`src/approx_mac_defs.svh`:
```
`ifndef APPROX_MAC_DEFS_SVH
`define APPROX_MAC_DEFS_SVH

// Pixel/weight pairs per input beat
`define APPROX_LANES 4

// Running partial sum width
`define ACC_WIDTH 24

// Accumulator to activation scaling
`define REQUANT_SHIFT 8

`endif
```
`src/psum_pkg.sv`:
```
`default_nettype none

`include "approx_mac_defs.svh"

package psum_pkg;

    // Wide enough for all lane products of one beat
    typedef logic [15+$clog2(`APPROX_LANES):0] lane_sum_t;

    typedef struct packed {
        lane_sum_t lane_sum;
        logic      last;
    } beat_sum_t;

    typedef logic [`ACC_WIDTH-1:0] acc_t;
    typedef logic [7:0]            act_t;

    typedef struct packed {
        acc_t acc;
        act_t act;
    } result_t;

endpackage

`default_nettype wire

```
`src/pixel_pkg.sv`:
```
`default_nettype none

`include "approx_mac_defs.svh"

package pixel_pkg;

    typedef logic [7:0] pixel_t;
    typedef logic [7:0] weight_t;

    // Approximate 8x8 product
    typedef logic [15:0] product_t;

    // One input beat, lane 0 in the low bits
    typedef struct packed {
        pixel_t  [`APPROX_LANES-1:0] pix;
        weight_t [`APPROX_LANES-1:0] wgt;
        logic                        last;
    } beat_t;

endpackage

`default_nettype wire

```
`src/conv_pe_top.sv`:
```
`timescale 1ns/10ps
`default_nettype none

module conv_pe_top (
    input  logic              clk,
    input  logic              rst_n,
    input  logic              in_valid,
    input  pixel_pkg::beat_t  in_beat,
    output logic              out_valid,
    output psum_pkg::result_t out_result
);
    import psum_pkg::*;

    logic      sum_valid;
    beat_sum_t sum;

    // Multiply and reduce one beat
    dot_product_unit u_dot (
        .clk       (clk),
        .rst_n     (rst_n),
        .in_valid  (in_valid),
        .in_beat   (in_beat),
        .sum_valid (sum_valid),
        .sum       (sum)
    );

    // Window accumulation and requantization
    psum_accumulator u_acc (
        .clk        (clk),
        .rst_n      (rst_n),
        .sum_valid  (sum_valid),
        .sum        (sum),
        .out_valid  (out_valid),
        .out_result (out_result)
    );

endmodule

`default_nettype wire

```
`src/psum_accumulator.sv`:
```
`timescale 1ns/10ps
`default_nettype none

`include "approx_mac_defs.svh"

module psum_accumulator (
    input  logic                clk,
    input  logic                rst_n,
    input  logic                sum_valid,
    input  psum_pkg::beat_sum_t sum,
    output logic                out_valid,
    output psum_pkg::result_t   out_result
);
    import psum_pkg::*;

    acc_t acc_q;
    acc_t total;
    acc_t scaled;
    act_t act;

    assign total  = acc_q + acc_t'(sum.lane_sum);
    assign scaled = total >> `REQUANT_SHIFT;

    // Saturate to the 8-bit activation range
    assign act = (|scaled[`ACC_WIDTH-1:8]) ? 8'hff : scaled[7:0];

    always_ff @(posedge clk or negedge rst_n) begin
        if (!rst_n) begin
            acc_q     <= '0;
            out_valid <= 1'b0;
        end else begin
            out_valid <= sum_valid & sum.last;
            if (sum_valid) begin
                // Window closes on last, next one starts from zero
                if (sum.last) begin
                    acc_q <= '0;
                end else begin
                    acc_q <= total;
                end
            end
        end
    end

    always_ff @(posedge clk) begin
        if (sum_valid && sum.last) begin
            out_result.acc <= total;
            out_result.act <= act;
        end
    end

endmodule

`default_nettype wire

```
`src/dot_product_unit.sv`:
```
`timescale 1ns/10ps
`default_nettype none

`include "approx_mac_defs.svh"

module dot_product_unit (
    input  logic                clk,
    input  logic                rst_n,
    input  logic                in_valid,
    input  pixel_pkg::beat_t    in_beat,
    output logic                sum_valid,
    output psum_pkg::beat_sum_t sum
);
    import pixel_pkg::*;
    import psum_pkg::*;

    localparam int TREE_LEVELS = $clog2(`APPROX_LANES);
    localparam int TREE_SIZE   = 1 << TREE_LEVELS;

    product_t [`APPROX_LANES-1:0] prod;
    product_t [`APPROX_LANES-1:0] prod_q;
    logic                         prod_valid_q;
    logic                         prod_last_q;
    lane_sum_t                    node [TREE_LEVELS+1][TREE_SIZE];

    for (genvar i = 0; i < `APPROX_LANES; i++) begin : g_lane
        approx_mult_8x8 u_mult (
            .x (in_beat.pix[i]),
            .y (in_beat.wgt[i]),
            .z (prod[i])
        );
    end

    // Stage 1: lane products
    always_ff @(posedge clk or negedge rst_n) begin
        if (!rst_n) begin
            prod_valid_q <= 1'b0;
        end else begin
            prod_valid_q <= in_valid;
        end
    end

    always_ff @(posedge clk) begin
        if (in_valid) begin
            prod_q      <= prod;
            prod_last_q <= in_beat.last;
        end
    end

    // Pairwise tree, leaves past the lane count stay zero
    always_comb begin
        node = '{default: '0};
        for (int j = 0; j < `APPROX_LANES; j++) begin
            node[0][j] = lane_sum_t'(prod_q[j]);
        end
        for (int l = 0; l < TREE_LEVELS; l++) begin
            for (int j = 0; j < (TREE_SIZE >> (l + 1)); j++) begin
                node[l+1][j] = node[l][2*j] + node[l][2*j+1];
            end
        end
    end

    // Stage 2: beat sum
    always_ff @(posedge clk or negedge rst_n) begin
        if (!rst_n) begin
            sum_valid <= 1'b0;
        end else begin
            sum_valid <= prod_valid_q;
        end
    end

    always_ff @(posedge clk) begin
        if (prod_valid_q) begin
            sum.lane_sum <= node[TREE_LEVELS][0];
            sum.last     <= prod_last_q;
        end
    end

endmodule

`default_nettype wire

```
`src/approx_mult_8x8.sv`:
```
`timescale 1ns/10ps
`default_nettype none

module approx_mult_8x8 (
    input  pixel_pkg::pixel_t   x,
    input  pixel_pkg::weight_t  y,
    output pixel_pkg::product_t z
);
    import pixel_pkg::*;

    logic [7:0][7:0] row;
    logic [10:0]     corr_a;
    logic [10:0]     corr_b;
    logic [10:0]     corr_c;
    logic [10:0]     corr_d;
    logic [10:0]     corr_e;
    product_t        exact_sum;
    product_t        corr_sum;

    // Partial-product rows, one per bit of x
    always_comb begin
        for (int i = 0; i < 8; i++) begin
            row[i] = y & {8{x[i]}};
        end
    end

    // Low rows folded into sparse correction words, nothing below weight 5
    always_comb begin
        corr_a     = '0;
        corr_a[5]  = row[0][5] | row[1][4];
        corr_a[6]  = row[2][3] | row[3][2];
        corr_a[7]  = row[0][6] | row[1][5];
        corr_a[8]  = row[1][7];
        corr_a[9]  = row[2][6] & row[3][5];
        corr_a[10] = row[3][7];
    end

    always_comb begin
        corr_b    = '0;
        corr_b[6] = row[2][4] ^ row[3][3];
        corr_b[7] = row[0][7] | row[1][6];
        corr_b[8] = row[2][6] ^ row[3][5];
        corr_b[9] = row[2][7] | row[3][6];
    end

    // Remaining terms all sit at weight 7
    always_comb begin
        corr_c    = '0;
        corr_c[7] = row[2][4] & row[3][3];
        corr_d    = '0;
        corr_d[7] = row[2][5] & row[3][4];
        corr_e    = '0;
        corr_e[7] = row[2][5] | row[3][4];
    end

    // Upper rows are kept exact
    assign exact_sum = product_t'({row[4], 4'b0000})
                     + product_t'({row[5], 5'b00000})
                     + product_t'({row[6], 6'b000000})
                     + product_t'({row[7], 7'b0000000});

    assign corr_sum = product_t'(corr_a)
                    + product_t'(corr_b)
                    + product_t'(corr_c)
                    + product_t'(corr_d)
                    + product_t'(corr_e);

    assign z = exact_sum + corr_sum;

endmodule

`default_nettype wire

```
`config.mk`:
```
export PLATFORM = sky130hd
export DESIGN_NAME = conv_pe_top
export DESIGN_NICKNAME = d
export VERILOG_FILES = /design/src/psum_pkg.sv /design/src/pixel_pkg.sv /design/src/conv_pe_top.sv /design/src/psum_accumulator.sv /design/src/dot_product_unit.sv /design/src/approx_mult_8x8.sv
export VERILOG_INCLUDE_DIRS = /design/src /design/src/src
export SDC_FILE = /design/constraint.sdc
export NUM_CORES = 1
export LEC_CHECK = 0
export BUFFER_PORTS_ARGS = -buffer_cell sky130_fd_sc_hd__buf_4
export CAP_MARGIN = 40
export CORE_MARGIN = 2
export CORE_UTILIZATION = 63
export CTS_BUF_LIST = sky130_fd_sc_hd__clkbuf_16
export DETAILED_ROUTE_END_ITERATION = 8
export HOLD_SLACK_MARGIN = 0.12
export PLACE_DENSITY = 0.89
export SLEW_MARGIN = 20
export SYNTH_ARGS = -nofsm -noshare
export SYNTH_HDL_FRONTEND = slang
export SYNTH_HIERARCHICAL = 1
export SYNTH_SLANG_ARGS = --single-unit
```
`constraint.sdc`:
```
create_clock -name clk -period 4 [get_ports clk]
set_input_delay 0.2 -clock clk [delete_from_list [all_inputs] [get_ports clk]]
set_output_delay 0.2 -clock clk [all_outputs]
set_load 0.01 [all_outputs]
```
Yosys cells after proc, flatten, opt, wreduce, memory -nomap -nowiden

Index checks and enable logic that the tools add are counted.

Output and inout port bits: 33
Word-level logic and storage cells: 129
Memories: 0
RAM bits: 0
Latch bits: 0
Flip-flop bits (word level): 143
ROM bits: 0

Shifts and indexed selects: 0
Reductions and logical operators: 2
Divide/modulo/power cells: 0
Magnitude comparators: 0
Bitwise operators: 77
Eq/ne operators: 0
$mul: 0
Multiplexer cells: 1
Add/subtract/negate cells: 36

Operators by type and width:

| operator          | count |
|---|---|
| $and 8x8->8       | 32 |
| $add 15x15->16    | 4 |
| $add 16x15->16    | 4 |
| $add 14x14->15    | 4 |
| $add 14x8->15     | 4 |
| $add 12x13->14    | 4 |
| $add 13x8->14     | 4 |
| $add 12x8->13     | 4 |
| $add 11x10->12    | 4 |
| $add 16x16->17    | 2 |
| $add 24x18->24    | 1 |
| $mux 24           | 1 |
| $or 1x1->1        | 24 |
| $add 18x18->18    | 1 |
| $and 1x1->1       | 13 |
| $reduce_or 8->1   | 1 |
| $xor 1x1->1       | 8 |
| $logic_and 1x1->1 | 1 |

Longest topological paths before layout

Word-level depth: 7
Gate-level depth with buffers: 17

Cells and area by module

The synthesis kept the hierarchy.

Modules (own cells, without submodules):

| module           | sequential area each (um2) | area an instance (um2) | instances | cells an instance |
|---|---|---|---|---|
| approx_mult_8x8  | 0.0                        | 1,371.3                | 4         | 150 |
| dot_product_unit | 2,572.5                    | 4,281.6                | 1         | 300 |
| psum_accumulator | 1,586.5                    | 3,342.0                | 1         | 335 |

Least setup slack after synthesis

OpenSTA, ideal clock, no wires.

Kind: input-to-reg
Start: in in_beat[23] (netlist name)
End: reg u_dot.prod_q (netlist bit u_dot/node[177]), data pin
Data arrival time: 3.764 ns
Slack: 0.061 ns
Stages on the path: 17
Cells stage by stage: and2_1 > ha_1 > inv_1 > fa_1 > inv_1 > fa_1 > fa_1 > inv_1 > fa_1 > inv_1 > ha_1 > inv_1 > fa_1 > nor2b_4 > o31a_1 > o32ai_1 > a311oi_1

RTL lines:

| element                | line                   | source |
|---|---|---|
| start: declaration     | conv_pe_top.sv:8       | `input pixel_pkg::beat_t in_beat,` |
| end signal: assignment | dot_product_unit.sv:45 | `prod_q <= prod;` |
| end: declaration       | dot_product_unit.sv:21 | `` product_t [`APPROX_LANES-1:0] prod_q; `` |

==> results.cfg <==
[global_route]
grt_max_degree = 67
antenna_found_initial = 0
groute.usage.overall_pct = 27.69
grt.overflow.total = 0
grt_pass1_wl_mm = 48.29
grt_pass1_vias = 10270

[floorplan]
die_y_um = 148.3
floorplan.initialDensity_pct = 64.58
die_area_um2 = 21980
coreArea_um2 = 20300
dieWidth_um = 148.3
rows = 52
ios = 101

[setup_path]
path_cells = dlygate4sd3_1 -> buf_4 -> and2_1 -> fa_1 -> inv_1 -> fa_1 -> inv_1 -> fa_1 -> inv_2 -> fa_1 -> inv_1 -> ha_2 -> inv_1 -> fa_2 -> nor2b_4 -> o31a_1 -> o32ai_2 -> a311oi_1
worst_path_max_delay_cell = dlygate4sd3_1
cp_slowest_stage_delay_ns = 0.57
cp.required_ns = 4.24
path_class = primary input to flop
cp_data_arrival_time_ns = 4.25
cp-start-kind = primary input
path_max_fanout = 4
reg2reg_slack_ns = 0.40
cp-end-kind = flop

[timing]
hold_violations = 0
max_freq_ghz = 0.2498
worst_slack_ns = -0.002721
worst_pin_slew_ns = 0.7242
rsz0062_at_grt = true
timing.hold.ws_ns = 0.1920
slew-limit-headroom_pct = 51.72
fin_worst_skew_ns = 0.008422
layout_min_cycle_time_ns = 4.003
period_share_pct = 100.1
finalSetupViolCount = 1
slew_viol_final = 0

[placed_design]
io_buffers = 100
dp_hpwl_mm = 21.64
pre_cts_slack_ns = -0.2619
dp_cells = 1651
place.gp.congestion = 0.8929

[synthesis]
synth_edf_count = 116
syn-cell-area_um2 = 13110
yosysTopAreaCellShare_pct = 26.57
yosysTopAreaCell = edfxtp_1
synth.area.top_cells = edfxtp_1, fa_1, ha_1, inv_1, dfrtp_1
synth.distinct_cells = 67
ys_seq_area_share_pct = 31.73
synth_top_flop_cell = edfxtp_1
ys_seq_elements = 143
syn_avg_cell_area_um2 = 10.61
synthCells = 1235
async_flop_share_pct = 18.88
yosys_warnings = 6

[clocking]
insertion_delay_ns = 0.43
h-tree-depth = 4
cts.clk_slew.worst_paths_ns = 0.06
cts_tree = yes
clk_path_buf_depth = 2
cts_root_buf = clkbuf_16
cts_made_buffers = 17
cts_sinks = 143

[routing]
wl_per_cell_um = 17.14
first_pass_iters = 8
drc = 1
dr.first_iter.drc_count = 642
vias = 9534
final_antenna_net_count = 0
wl_mm = 29.08
vias_per_cell = 5.618

[run]
maxCapViolCount = 0

[run_status]
status = complete, but fails checks
violations = DRC, setup timing

[finish]
final_util_pct = 75.59
final_cell_mix = inv_1, buf_4, fa_1
layout-drive-gt1-share_pct = 17.66
antenna_cells = 0
syn2layout_area_growth_pct = 17.06
nets = 1746
final_common_cell = inv_1
final-instance-count-excl-fill = 1697

[pwr]
ir_worst_vdd_mv = 0.8268
p_leak_nw = 7.469
p_total_w = 0.01292
powerDensity_nw_per_um2 = 841.9

[hold_path]
min_path_type = primary input to flop
path summary, 6_finish.rpt:
| check | from | endpoint | cells past startpoint |
|---|---|---|---|
| max | in_beat[17] | u_dot/node[177] | 18 |
| min | in_beat[9] | u_dot/node[184] | 2 |
| max reg2reg | u_dot/node[145] | u_dot/sum[18] | 12 |
| min reg2reg | u_dot/prod_last_q | u_dot/sum[0] | 0 |
| max in group asynchronous | rst_n | u_acc/acc_q[11] | 2 |
| min in group asynchronous | rst_n | u_acc/out_valid | 2 |
metal layers:
metal / up-vias / GRT usage [%] / share of wire [%]
met3: 115 / 3.896 / 5.2
met1: 4637 / 32.66 / 38
li1: 4395 / - / -
met4: 0 / 13.67 / 4.6
met2: 387 / 49.79 / 53
met5: - / 0 / 0
flip-flops by register name, summed over array words and instances, names as in the netlist:
| signal | count |
|---|---|
| u_dot/node | 64 |
| u_acc/out_result | 32 |
| u_acc/acc_q | 24 |
| u_dot/sum | 19 |
| u_acc/out_valid | 1 |
| u_dot/prod_last_q | 1 |
| u_dot/prod_valid_q | 1 |
| u_dot/sum_valid | 1 |
through the flow:
| stage | area [um^2] | setup TNS [ns] |
|---|---|---|
| after floorplan | 13150 | 0 |
| after global placement | 14540 | -0.5362 |
| after detailed placement | 14540 | -1.906 |
| after CTS | 15190 | 0 |
| after global routing | 15340 | -0.2150 |
| final | 15340 | -0.002721 |
layout make-up:
cell class	instances	area [um^2]
Inverter	254	953.4
Sequential cell	143	4159
Tap cell	270	337.8
Clock inverter	13	120.1
Multi-Input combinational cell	822	7939
Timing Repair Buffer	176	1360
Clock buffer	19	475.5
Fill cell	1271	4955
power breakdown:
group / switching [W] / total (W) / leakage [nW] / internal (W)
Combinational: 0.00494 / 0.00855 / 5.71 / 0.00361
Clock: 0.000597 / 0.00157 / 0.294 / 0.000977
Sequential: 0.000200 / 0.00280 / 1.46 / 0.00260
Yosys cell counts, types with 5 or more instances:
cell	count
nand2_1	97
xor2_1	10
o21ai_0	27
nor2_1	27
ha_1	123
buf_4	16
a211o_1	5
o22ai_1	14
o31a_1	5
or3_1	6
a211oi_1	7
o21a_1	10
nand3_1	19
o32ai_1	6
o21bai_1	11
and3_1	8
a22o_1	10
and2_1	103
a22oi_1	12
edfxtp_1	116
clkbuf_1	9
xnor2_1	30
a21oi_1	46
nand2b_1	5
dfrtp_1	27
a21o_1	17
fa_1	141
inv_1	254
critical path: cells and delay by family:
kind | cells | cell delay, ns
buffers and inverters | 7 | 1.13
AOI/OAI and AO/OA | 3 | 0.61
and+or+nand+nor | 2 | 0.31
adders and majority gates | 6 | 1.99
repair_timing:
action / 4_1_cts / 5_1_grt
resized for setup: 0 / 24
hold buffers: 5 / 1
hold endpoints to repair: 31 / 1
setup endpoints to repair: 0 / 5
buffers inserted: 0 / 6
kinds of logic (layout without fill, tap and decap cells):
logic type | count (synthesis) | after routing | share of synthesized area, %
muxes | 1 | 1 | 0.08590
xor gates and xnor gates | 46 | 46 | 3.503
other | 4 | 16 | 0.1145
AOI/OAI and AO/OA | 206 | 206 | 10.97
buffers and inverters | 282 | 462 | 8.552
adders and majority gates | 264 | 264 | 33.27
DFF | 143 | 143 | 31.73
and+or+nand+nor | 289 | 289 | 11.78
No activity file was read; power rests on OpenSTA's default activity.
